## config.mk

```make
export PLATFORM = sky130hd
export DESIGN_NAME = vred_operand_fmt
export DESIGN_NICKNAME = d
export VERILOG_FILES = /design/src/hw/vred_pkg.sv /design/src/hw/vred_operand_fmt.sv
export SDC_FILE = /design/constraint.sdc
export NUM_CORES = 1
export LEC_CHECK = 0
export ABC_AREA = 0
export BUFFER_PORTS_ARGS = -buffer_cell sky130_fd_sc_hd__buf_2
export CAP_MARGIN = 5
export CORE_AREA = 2 2 429 431
export DETAILED_ROUTE_END_ITERATION = 6
export DIE_AREA = 0 0 431 433
export GPL_TIMING_DRIVEN = 0
export PLACE_DENSITY = 0.34
export SYNTH_ARGS = -nofsm -noshare
export SYNTH_HDL_FRONTEND = slang
export SYNTH_SLANG_ARGS = --single-unit
```

## constraint.sdc

```tcl
create_clock -name clk -period 2.23 [get_ports clk]
set_clock_uncertainty 0.2 [all_clocks]
set_input_delay 0.1115 -clock clk [delete_from_list [all_inputs] [get_ports clk]]
set_output_delay 0.1115 -clock clk [all_outputs]
set_load 0.03 [all_outputs]
```

## src/hw/vred_pkg.sv

```systemverilog
package vred_pkg;

    localparam int VLEN_BITS   = 512;
    localparam int WORD_BITS   = 32;
    localparam int NUM_LANES   = VLEN_BITS / WORD_BITS;
    localparam int LANE_STAGES = 3;

    // most negative value per element, replicated over a word
    localparam logic [WORD_BITS-1:0] MAX_ID_8  = 32'h8080_8080;
    localparam logic [WORD_BITS-1:0] MAX_ID_16 = 32'h8000_8000;
    localparam logic [WORD_BITS-1:0] MAX_ID_32 = 32'h8000_0000;

    typedef enum logic {
        OP_SUM = 1'b0,
        OP_MAX = 1'b1
    } red_op_e;

    typedef enum logic [1:0] {
        SEW_8    = 2'b00,
        SEW_16   = 2'b01,
        SEW_32   = 2'b10,
        SEW_RSVD = 2'b11
    } sew_e;

    typedef enum logic [1:0] {
        LMUL_1    = 2'b00,
        LMUL_2    = 2'b01,
        LMUL_4    = 2'b10,
        LMUL_RSVD = 2'b11
    } lmul_e;

    typedef struct packed {
        red_op_e               op;
        sew_e                  sew;
        lmul_e                 lmul;
        logic [WORD_BITS-1:0]  scalar;
        logic [VLEN_BITS-1:0]  vec;
    } red_req_t;

    typedef struct packed {
        red_op_e               op;
        sew_e                  sew;
        logic [WORD_BITS-1:0]  scalar;
        logic                  squash;
        logic                  valid;
    } red_ctrl_t;

    // keep only the low SEW bits
    function automatic logic [WORD_BITS-1:0] sew_mask(sew_e sew, logic [WORD_BITS-1:0] x);
        case (sew)
            SEW_8:   return {24'b0, x[7:0]};
            SEW_16:  return {16'b0, x[15:0]};
            default: return x;
        endcase
    endfunction

    function automatic logic signed [WORD_BITS-1:0] sew_sext(sew_e sew,
                                                             logic [WORD_BITS-1:0] x);
        case (sew)
            SEW_8:   return {{24{x[7]}}, x[7:0]};
            SEW_16:  return {{16{x[15]}}, x[15:0]};
            default: return x;
        endcase
    endfunction

    // one reduction step on two elements held in the low SEW bits
    function automatic logic [WORD_BITS-1:0] elem_op(red_op_e op, sew_e sew,
                                                     logic [WORD_BITS-1:0] a,
                                                     logic [WORD_BITS-1:0] b);
        logic signed [WORD_BITS-1:0] sa;
        logic signed [WORD_BITS-1:0] sb;
        sa = sew_sext(sew, a);
        sb = sew_sext(sew, b);
        if (op == OP_SUM)
            return sew_mask(sew, a + b);
        return (sa >= sb) ? sew_mask(sew, a) : sew_mask(sew, b);
    endfunction

endpackage

```

## src/hw/vred_operand_fmt.sv

```systemverilog
`timescale 1ns/1ps

module vred_operand_fmt (
    input  logic                              clk,
    input  logic                              nrst,
    input  vred_pkg::red_req_t                req,
    input  logic                              req_valid,
    input  logic                              advance,
    output logic                              req_ready,
    output vred_pkg::red_ctrl_t               fmt_ctrl,
    output logic [vred_pkg::VLEN_BITS-1:0]    fmt_words
);

    logic [vred_pkg::NUM_LANES-1:0]  word_active;
    logic [vred_pkg::WORD_BITS-1:0]  fill_word;
    logic [vred_pkg::VLEN_BITS-1:0]  words_d;
    logic [vred_pkg::VLEN_BITS-1:0]  words_q;
    vred_pkg::red_ctrl_t             ctrl_d;
    vred_pkg::red_ctrl_t             ctrl_q;

    assign req_ready = advance;

    // active words per LMUL: 4, 8 or 16
    always_comb
    begin
        case (req.lmul)
            vred_pkg::LMUL_1: word_active = 16'h000f;
            vred_pkg::LMUL_2: word_active = 16'h00ff;
            default:          word_active = 16'hffff;
        endcase
    end

    // identity value for the op
    always_comb
    begin
        if (req.op == vred_pkg::OP_SUM)
        begin
            fill_word = '0;
        end
        else
        begin
            case (req.sew)
                vred_pkg::SEW_8:  fill_word = vred_pkg::MAX_ID_8;
                vred_pkg::SEW_16: fill_word = vred_pkg::MAX_ID_16;
                default:          fill_word = vred_pkg::MAX_ID_32;
            endcase
        end
    end

    always_comb
    begin
        for (int i = 0; i < vred_pkg::NUM_LANES; i++)
        begin
            words_d[i*vred_pkg::WORD_BITS +: vred_pkg::WORD_BITS] =
                word_active[i] ? req.vec[i*vred_pkg::WORD_BITS +: vred_pkg::WORD_BITS]
                               : fill_word;
        end
    end

    always_comb
    begin
        ctrl_d.op     = req.op;
        ctrl_d.sew    = req.sew;
        ctrl_d.scalar = req.scalar;
        ctrl_d.squash = (req.sew == vred_pkg::SEW_RSVD) || (req.lmul == vred_pkg::LMUL_RSVD);
        ctrl_d.valid  = req_valid;
    end

    always_ff @(posedge clk)
    begin
        if (!nrst)
            ctrl_q.valid <= 1'b0;
        else if (advance)
            ctrl_q <= ctrl_d;
    end

    always_ff @(posedge clk)
    begin
        if (advance)
            words_q <= words_d;
    end

    assign fmt_ctrl  = ctrl_q;
    assign fmt_words = words_q;

endmodule

```

== After elaboration in Yosys (flattened, before gate mapping) ==
Cells that the tools add are included.
Storage, ports and cells
  output and inout bits: 550
  word-level logic and storage cells: 33
  flip-flop bits (word level): 549
  bits of input ports: 553
Cells by class
  multiplexer cells: 19
  reduce and logical (&&, ||, !) cells: 4
  equal/unequal tests: 4
Operator list (number)
  32-bit two-way mux: 17
  24-bit one-hot mux with 2 select lines: 1
  16-bit one-hot mux with 2 select lines: 1
  2-bit by 1-bit == test with 1-bit output (second input constant): 2
  2-bit == test (second input constant): 2
  2-bit logical NOT: 2
  2-bit AND reduction: 1
  1-bit logical OR: 1

== Longest topological paths before layout ==
Gate-level depths: netlist (run 1).
  depth in word-level cells: 4
  mapped depth: 5
  gate-level depth less buffers: 2

== Worst setup path after synthesis (run 1) ==
Ideal clock, no wire load.
  kind: input port to flip-flop
  from: input port nrst
  to: register ctrl_q, in the netlist fmt_ctrl[10] (enable)
  setup time: 0.397 ns
  data arrival time: 0.995 ns
  setup slack: 0.638 ns
  buffers on the path: 0
  required time: 1.633 ns
  stages on the path: 1
  cell sequence: and2_1
On the way
  word-level cells in the longest chain between the ends: 1
RTL lines
  start: declaration: RTL line vred_operand_fmt.sv:5  | input logic nrst,
  2-bit AND reduction (no source line)
  end signal: assignment: RTL line vred_operand_fmt.sv:74  | ctrl_q <= ctrl_d;
  end: declaration: RTL line vred_operand_fmt.sv:19  | vred_pkg::red_ctrl_t ctrl_q;
No other way between the ends.
A chain may end at the register's enable or synchronous reset.

== Worst setup path after layout (run 1) ==
  from: input port req[544] in the netlist's numbering
  to: register words_q, in the netlist fmt_words[167], data pin
On the way
  word-level cells in the longest chain between the ends: 3
  elaborated cells between the ends (all ways): 4
  those cells by class: 1 x eq/ne; 2 x mux; 1 x reduce/logical
RTL lines
  start: declaration: RTL line vred_operand_fmt.sv:6  | input vred_pkg::red_req_t req,
  2-bit by 1-bit == test with 1-bit output or 2-bit logical NOT (tied branches): RTL line vred_operand_fmt.sv:26  | case (req.lmul)
  16-bit one-hot mux with 2 select lines *: RTL line vred_operand_fmt.sv:26
  32-bit two-way mux *: RTL line vred_operand_fmt.sv:55  | word_active[i] ? req.vec[i*vred_pkg::WORD_BITS +: vred_pkg::WORD_BITS]
  via words_d (one bit): RTL line vred_operand_fmt.sv:16  | logic [vred_pkg::VLEN_BITS-1:0] words_d;
  end signal: assignment: RTL line vred_operand_fmt.sv:80  | words_q <= words_d;
  end: declaration: RTL line vred_operand_fmt.sv:17  | logic [vred_pkg::VLEN_BITS-1:0] words_q;
The timed path passes the listed nets; every way through them passes the cells marked *.

==> results of run 1 <==
==> cell usage after synthesis <==
cell type,count
o2bb2ai_2,6
clkbuf_1,30
nor3b_2,1
or2_1,1
o21ai_0,4
mux2i_1,1
buf_1,3
buf_4,4
buf_6,3
nor3b_1,1
a22o_1,1
nor4b_4,1
buf_2,8
a21o_1,28
nor2b_1,1
o2bb2ai_1,2
and2_1,337
edfxtp_1,548
or4b_4,1
nand2b_1,1
nand2_1,20
dfxtp_1,1
==> layout by cell type (no fill, tap or decap) <==
master         count
clkbuf_16         76
clkinv_1          10
o2bb2ai_2          6
dlygate4sd3_1    847
nor4b_4            1
buf_16             6
dfxtp_1            1
nor2b_1            1
a21o_1            28
bufinv_16          6
clkbuf_1          51
o21ai_0            4
clkinv_4           4
nand2_1           20
a22o_1             1
buf_8              1
clkinv_8           1
nor3b_4            1
or4b_4             1
or2_1              1
and2_4             1
mux2i_1            1
and2_1           336
diode_2           15
buf_1              3
buf_6              3
o2bb2ai_1          2
buf_2           1109
edfxtp_1         548
buf_4              4
clkinv_2           3
buf_12             5
nor3b_1            1
inv_6              4
clkinvlp_4         2
nand2b_1           1
==> what timing repair did <==
item	4_1_cts	5_1_grt
endpoints found under the hold margin	735	19
resized for setup	1	0
setup endpoints to repair	17	0
hold buffers	850	1
==> metal layers <==
metal,vias up,GRT usage,routed length (microns),part of all wire
li1,7762,-,-,-
met1,8285,0.136,45000,0.40
met2,653,0.202,57400,0.51
met3,158,0.0304,6710,0.060
met4,18,0.0294,2850,0.025
met5,-,0,112,0.0010
==> through the flow <==
stage	instance area (sq um)	total power, W	std cells	util
final	38900	0.0299	5490	0.214
after global routing	38900	0.0311	5486	0.214
after global placement	27800	0.0172	4490	0.153
after floorplan	19300	0.0148	1003	-
after CTS	38900	0.0305	5474	0.214
after detailed placement	28000	0.0170	4497	0.154
==> final cells by class <==
| class | count | area, sq um |
|---|---|---|
| clock buffers | 97 | 1980 |
| flip-flops and latches | 549 | 16500 |
| clock inverters | 30 | 334 |
| multi-input cells | 406 | 2630 |
| fillers | 19700 | 143000 |
| well taps | 2385 | 2980 |
| diodes | 15 | 37.5 |
| repair buffers | 1960 | 14300 |
| plain buffers | 48 | 228 |
==> cell families (layout without fill, tap and decap cells) <==
kind of cell,after synthesis,after routing,synth area share
compound gates,41,41,0.0179
buf+inv,48,2135,0.0118
flops,549,549,0.853
mux,1,1,0.000518
other cells,0,15,0
simple gates,364,364,0.117
==> flip-flops by register name, indices dropped and copies added (netlist names) <==
name       count
fmt_ctrl      37
fmt_words    512
==> final timing paths <==
kind,startpoint,end,slack (ns),cells after the start
worst max-delay path,req[544],fmt_words[167],0.07,6
worst min-delay path,advance,fmt_words[23],0.002,3
worst max register to register,fmt_ctrl[0],fmt_ctrl[0],0.68,3
worst min register to register,fmt_ctrl[0],fmt_ctrl[0],1.03,3
==> power breakdown <==
group | internal [W] | switching (W) | total, W
clock network | 0.00695 | 0.00492 | 0.0119
registers | 0.0123 | 0.000244 | 0.0125
logic | 0.00213 | 0.00332 | 0.00546
==> tightest hold or removal path, stage by stage <==
cell and delay [ns]:
buf_8 0.10, buf_12 0.13, buf_16 0.21
==> impl_metrics.py, run 1 <==
metrics = {
    "run_status": {
        "status": "finished clean",
    },
    "timing": {
        "rsz0062_at_grt": "false",
        "tns_ns": 0,
        "setup_viol": 0,
        "worst-slew-pin-transition_ns": 1.06,
        "finalCritPeriodShare": 0.971,
        "post-route-min-period_ns": 2.16,
        "slew-limit-headroom": 0.290,
        "hold_ws_ns": 0.00231,
        "fin_ws_ns": 0.0654,
        "slew_viol_final": 0,
        "hold_violations": 0,
        "fmax_ghz": 0.462,
    },
    "worst_setup_path": {
        "cpMostUsedCell": "dlygate4sd3_1",
        "cp_top_family": "buffers and inverters",
        "cp_max_fo": 10,
        "endpoint_kind": "flop",
        "critPathMaxStageDelay_ns": 0.69,
        "cp_slowest_cell": "dlygate4sd3_1",
        "critPathArrivalTime_ns": 2.48,
        "startpoint_type": "primary input",
        "required_ns": 2.54,
        "path_buf_inv": 4,
        "worstSetupPathType": "primary input to flop",
        "crit_chain": "buf_2 -> dlygate4sd3_1 -> or4b_4 -> buf_6 -> o2bb2ai_2 -> dlygate4sd3_1",
    },
    "floorplan": {
        "die_h_microns": 433,
        "io_pins": 1103,
        "dieArea_sq_um": 187000,
        "rows": 157,
        "dieWidth_microns": 431,
        "start_util": 0.106,
        "core_sq_um": 182000,
    },
    "cts": {
        "htreeDepth": 3,
        "cts_tree": "yes",
        "cts_root_buf": "clkbuf_16",
        "insertion_delay_ns": 0.64,
        "clock_sinks": 549,
        "clockBufferDepth": 3,
        "post_cts_buffers": 0,
        "path_clk_slew_ns": 0.06,
        "numCtsBuffers": 75,
    },
    "power": {
        "power_density_nw_per_um2": 767,
        "vdd_drop_max_v": 0.000468,
        "total_leakage_power_nw": 15.8,
    },
    "logic_synthesis": {
        "synthesis.nets": 1556,
        "synth_cell_types": 22,
        "synth_seq_cells": 549,
        "synth_area_leaders": "edfxtp_1, and2_1, a21o_1, clkbuf_1, o2bb2ai_2",
        "synth_cells": 1003,
        "yosysWarnings": 0,
        "yosys.area.top_type": "edfxtp_1",
        "synth_seq_area_share": 0.853,
        "synth_top_area_frac": 0.852,
        "syn_area_sq_um": 19300,
        "postSynthAreaPerCell_sq_um": 19.3,
    },
    "grt": {
        "first_global_vias": 17600,
        "grt_max_degree": 113,
        "antenna_found_initial": 56,
        "grt_pass1_wl_mm": 145,
        "gr-usage-all-layers": 0.114,
        "grt-ovfl-total": 0,
    },
    "drt": {
        "avgViaCountPerCell": 3.07,
        "wl_per_cell_microns": 20.4,
        "drt_iter0_markers": 803,
        "vias": 16900,
        "firstDrtPassIters": 4,
        "drt_wl_total_mm": 112,
        "drc": 0,
        "ant_nets": 0,
    },
    "min_path": {
        "hp-class": "primary input to flop",
    },
    "final_layout": {
        "area_growth_syn_to_layout_pct": 102,
        "nets": 3593,
        "drive_gt1_frac": 0.399,
    },
    "placement": {
        "dpl.hpwl_mm": 87.1,
        "place_congestion": 0.909,
        "pre_cts_ws_ns": -0.804,
        "portBuffers": 1102,
    },
    "run": {
        "maxCapViolCount": 0,
    },
}
(Power assumes the default switching activity.)
==> run 2, diff against run 1 <==
--- a/config.mk
+++ b/config.mk
@@ -8,11 +8,12 @@
 export ABC_AREA = 0
 export BUFFER_PORTS_ARGS = -buffer_cell sky130_fd_sc_hd__buf_2
 export CAP_MARGIN = 5
-export CORE_AREA = 2 2 429 431
+export CORE_AREA = 4 4 431 433
 export DETAILED_ROUTE_END_ITERATION = 6
-export DIE_AREA = 0 0 431 433
+export DIE_AREA = 0 0 435 437
 export GPL_TIMING_DRIVEN = 0
 export PLACE_DENSITY = 0.34
+export SKIP_CTS_REPAIR_TIMING = 1
 export SYNTH_ARGS = -nofsm -noshare
 export SYNTH_HDL_FRONTEND = slang
 export SYNTH_SLANG_ARGS = --single-unit
==> run 2 against run 1 <==
  * The flow now finishes with violations (negative hold slack)
  * Via count down 3.6%
  * Power is 1.1% lower
  * Final cell count fell by 2.4%
  * Hold slack worse by 0.35 ns
  * Design area shrank 3.6%
  * Maximum frequency grew 2.7%
  * Critical endpoint is now fmt_words[279]
  * Highest routed layer unchanged
==> impl_metrics.py, run 2 (same netlist as run 1, synthesis figures left out) <==
metrics = {
    "placement": {
        "portBuffers": 1102,
        "dpl.hpwl_mm": 83.7,
        "place_congestion": 0.878,
    },
    "drt": {
        "drt_wl_total_mm": 107,
        "ant_nets": 0,
        "wl_per_cell_microns": 20.0,
        "avgViaCountPerCell": 3.03,
        "wl_met2_mm": 55.3,
        "route.met3.wl_mm": 6.19,
        "met1Wirelength_mm": 43.2,
        "vias": 16300,
        "firstDrtPassIters": 5,
        "drc": 0,
        "drt_iter0_markers": 702,
        "top_layer_used": "met5",
    },
    "worst_setup_path": {
        "cp_max_fo": 10,
        "critPathArrivalTime_ns": 2.44,
        "cp_top_family": "buffers and inverters",
        "cp_slowest_cell": "nor4b_4",
        "startpoint_type": "primary input",
        "required_ns": 2.57,
        "path_buf_inv": 4,
        "endpoint_kind": "flop",
        "worstSetupPathType": "primary input to flop",
        "critPathMaxStageDelay_ns": 0.74,
        "crit_chain": "buf_2 -> dlygate4sd3_1 -> buf_2 -> nor4b_4 -> a21o_1 -> dlygate4sd3_1",
    },
    "cts": {
        "path_clk_slew_ns": 0.06,
        "clock_sinks": 549,
        "numCtsBuffers": 74,
        "insertion_delay_ns": 0.67,
        "cts_root_buf": "clkbuf_16",
        "htreeDepth": 3,
        "clockBufferDepth": 3,
        "cts_tree": "yes",
    },
    "final_layout": {
        "nFillCells": 19800,
        "final_cell_mix": "buf_2, dlygate4sd3_1, edfxtp_1, and2_1, clkbuf_16",
        "nets": 3450,
        "area_growth_syn_to_layout_pct": 94.2,
        "final_common_cell": "buf_2",
        "drive_gt1_frac": 0.420,
        "largest_reg_flops": 512,
    },
    "timing": {
        "finalCritPeriodShare": 0.945,
        "slew_viol_final": 0,
        "hold_violations": 114,
        "setup_viol": 0,
        "tns_ns": 0,
        "rsz0062_at_grt": "false",
        "hold_ws_ns": -0.352,
        "slew-limit-headroom": 0.413,
        "fmax_ghz": 0.475,
        "post-route-min-period_ns": 2.11,
        "worst-slew-pin-transition_ns": 0.878,
    },
    "min_path": {
        "hp-class": "primary input to flop",
    },
    "grt": {
        "grt_max_degree": 105,
        "grt_pass1_wl_mm": 132,
        "antenna_found_initial": 34,
        "grt-ovfl-total": 0,
        "first_global_vias": 13800,
        "gr-usage-all-layers": 0.103,
    },
    "floorplan": {
        "rows": 157,
        "die_h_microns": 437,
        "start_util": 0.106,
        "core_sq_um": 182000,
        "dieArea_sq_um": 190000,
        "dieWidth_microns": 435,
        "io_pins": 1103,
    },
    "run_status": {
        "status": "complete, but fails checks",
        "failed_checks": "negative hold slack",
    },
    "power": {
        "total_leakage_power_nw": 15.2,
        "vdd_drop_max_v": 0.000498,
        "p_total_w": 0.0295,
        "power_density_nw_per_um2": 787,
    },
    "run": {
        "maxCapViolCount": 0,
    },
}
run 2: metrics by stage:
step	instance area (sq um)	setup WS, ns	std cells	hold slack, ns	utilization
floorplan	19300	0.638	1003	0.0104	-
detailed placement	28000	-0.543	4497	0.0896	0.154
finish	37500	0.123	5360	-0.352	0.206
global route	37500	0.0227	5351	-0.394	0.206
global placement	27800	-10.39	4490	0.0886	0.153
CTS	30400	-0.111	4633	-0.715	0.167
run 2: area by class of cell:
class                           instances  area [sq um]  area share
Sequential cell                       549         16500       0.439
Timing Repair Buffer                 1818         12800       0.342
Tap cell                             2385          2980      0.0795
Multi-Input combinational cell        406          2620      0.0699
Clock buffer                           86          1920      0.0511
Clock inverter                         50           428      0.0114
Buffer                                 48           228     0.00607
Antenna cell                           18          45.0     0.00120
run 2: final timing paths:
| kind | start | end | slack [ns] | cells past startpoint |
|---|---|---|---|---|
| hold reg to reg | fmt_ctrl[0] | fmt_ctrl[0] | 0.86 | 3 |
| setup / recovery | req[546] | fmt_words[279] | 0.12 | 6 |
| setup reg to reg | fmt_ctrl[0] | fmt_ctrl[0] | 0.89 | 3 |
| hold / removal | advance | fmt_words[308] | -0.35 | 1 |
run 2: per-layer routing:
layer | up-vias | track usage
met5 | - | 0
met4 | 2 | 0.0298
met3 | 135 | 0.0346
met2 | 616 | 0.183
met1 | 8018 | 0.118
li1 | 7491 | -
run 2: power breakdown:
group / internal (W) / leakage [nW] / switching [W]
logic: 0.00196 / 8.77 / 0.00325
clock network: 0.00679 / 1.15 / 0.00501
registers: 0.0123 / 5.31 / 0.000229
==> run 3, diff against run 2 <==
--- a/config.mk
+++ b/config.mk
@@ -6,13 +6,13 @@
 export NUM_CORES = 1
 export LEC_CHECK = 0
 export ABC_AREA = 0
-export BUFFER_PORTS_ARGS = -buffer_cell sky130_fd_sc_hd__buf_2
 export CAP_MARGIN = 5
-export CORE_AREA = 4 4 431 433
+export CORE_AREA = 4 4 428 430
 export DETAILED_ROUTE_END_ITERATION = 6
-export DIE_AREA = 0 0 435 437
+export DIE_AREA = 0 0 432 434
+export DONT_BUFFER_PORTS = 1
 export GPL_TIMING_DRIVEN = 0
-export PLACE_DENSITY = 0.34
+export PLACE_DENSITY = 0.3
 export SKIP_CTS_REPAIR_TIMING = 1
 export SYNTH_ARGS = -nofsm -noshare
 export SYNTH_HDL_FRONTEND = slang
==> run 3 against run 2 <==
  * The flow now stops in 5_1_grt
  * Area after synthesis unchanged
  * Synthesized cell count unchanged
==> impl_metrics.py, run 3 <==
metrics = {
    "floorplan": {
        "dieWidth_microns": 432,
        "io_pins": 1103,
        "rows": 156,
        "die_h_microns": 434,
        "start_util": 0.107,
    },
    "cts": {
        "clockBufferDepth": 3,
        "htreeDepth": 3,
        "cts_root_buf": "clkbuf_16",
        "clock_sinks": 549,
        "numCtsBuffers": 70,
    },
    "logic_synthesis": {
        "synth_seq_area_share": 0.853,
        "async_flop_share": 0,
        "synth_cell_types": 22,
        "synth_flop_cell": "edfxtp_1",
        "synth_edf_count": 548,
        "synth_cells": 1003,
        "yosysMostFrequentCell": "edfxtp_1",
        "synth_common_cells": "edfxtp_1, and2_1, clkbuf_1",
        "synth_area_leaders": "edfxtp_1, and2_1, a21o_1, clkbuf_1, o2bb2ai_2",
        "yosys.area.top_type": "edfxtp_1",
        "yosysWarnings": 0,
        "synthesis.nets": 1556,
        "postSynthAreaPerCell_sq_um": 19.3,
        "synth_top_area_frac": 0.852,
        "syn_area_sq_um": 19300,
        "synth_seq_cells": 549,
    },
    "placement": {
        "dp_cells": 3374,
        "dpl.hpwl_mm": 79.3,
        "place_congestion": 0.911,
        "portBuffers": 0,
    },
    "grt": {
        "grt_max_degree": 516,
    },
    "run_status": {
        "stop_error": "[ERROR RSZ-0060] Max buffer count reached.",
        "haltStage": "5_1_grt",
        "status": "aborted with a tool error",
    },
}
==> run 3: cell counts after synthesis <==
No cell type changed its count.
==> run 3: through the flow <==
stage               area, sq um  hold slack [ns]  utilization  setup slack (ns)  setup TNS [ns]
detailed placement        22300           0.0104        0.124            -0.149          -0.149
floorplan                 19300           0.0104            -             0.638               0
CTS                       24600           -0.787        0.137             0.255               0
global placement          22300           0.0104        0.124            -0.395          -13.65
==> run 3: kinds of logic after synthesis <==
kind of cell / share of synthesized area
mux: 0.000518
flops: 0.853
compound gates: 0.0179
simple gates: 0.117
buf+inv: 0.0118
==> run 4, diff against run 3 <==
--- a/config.mk
+++ b/config.mk
@@ -7,12 +7,12 @@
 export LEC_CHECK = 0
 export ABC_AREA = 0
 export CAP_MARGIN = 5
-export CORE_AREA = 4 4 428 430
+export CORE_AREA = 4 4 427 429
 export DETAILED_ROUTE_END_ITERATION = 6
-export DIE_AREA = 0 0 432 434
+export DIE_AREA = 0 0 431 433
 export DONT_BUFFER_PORTS = 1
 export GPL_TIMING_DRIVEN = 0
-export PLACE_DENSITY = 0.3
+export PLACE_DENSITY_LB_ADDON = 0.15
 export SKIP_CTS_REPAIR_TIMING = 1
 export SYNTH_ARGS = -nofsm -noshare
 export SYNTH_HDL_FRONTEND = slang
==> run 4 against run 3 <==
  * Synthesized cell count is the same
  * Area after synthesis stayed put
  * The run again fails in 5_1_grt
==> impl_metrics.py, run 4 <==
metrics = {
    "run_status": {
        "stop_error": "[ERROR RSZ-0060] Max buffer count reached.",
        "status": "aborted with a tool error",
        "haltStage": "5_1_grt",
    },
    "floorplan": {
        "start_util": 0.108,
        "dieWidth_microns": 431,
        "die_h_microns": 433,
        "io_pins": 1103,
        "rows": 155,
    },
    "placement": {
        "dpl.hpwl_mm": 80.1,
        "place_congestion": 0.848,
        "portBuffers": 0,
    },
    "logic_synthesis": {
        "synth_seq_area_share": 0.853,
        "async_flop_share": 0,
        "yosys.area.top_type": "edfxtp_1",
        "synth_area_leaders": "edfxtp_1, and2_1, a21o_1, clkbuf_1, o2bb2ai_2",
        "postSynthAreaPerCell_sq_um": 19.3,
        "yosysMostFrequentCell": "edfxtp_1",
        "synth_flop_cell": "edfxtp_1",
        "synth_cell_types": 22,
        "synthesis.nets": 1556,
        "synth_common_cells": "edfxtp_1, and2_1, clkbuf_1",
        "synth_seq_cells": 549,
        "syn_area_sq_um": 19300,
        "yosysWarnings": 0,
        "synth_edf_count": 548,
        "synth_top_area_frac": 0.852,
        "synth_cells": 1003,
    },
    "cts": {
        "cts_root_buf": "clkbuf_16",
        "numCtsBuffers": 72,
        "clock_sinks": 549,
        "clockBufferDepth": 3,
        "htreeDepth": 3,
    },
    "grt": {
        "grt_max_degree": 516,
    },
}
## run 4: cells by family after synthesis
kind of cell | count (synthesis) | synth area share
multiplexers | 1 | 0.000518
AO/OA/AOI/OAI | 41 | 0.0179
AND/OR/NAND/NOR | 364 | 0.117
flip-flops | 549 | 0.853
buffers and inverters | 48 | 0.0118
## run 4: through the flow
stage	std cells	worst slack (ns)	hold slack, ns	utilization	instance area [sq um]
after floorplan	1003	0.638	0.0104	-	19300
after global placement	3358	-0.295	0.0105	0.125	22300
after detailed placement	3358	0.174	0.0104	0.125	22300
after CTS	3489	0.196	-0.807	0.139	24700
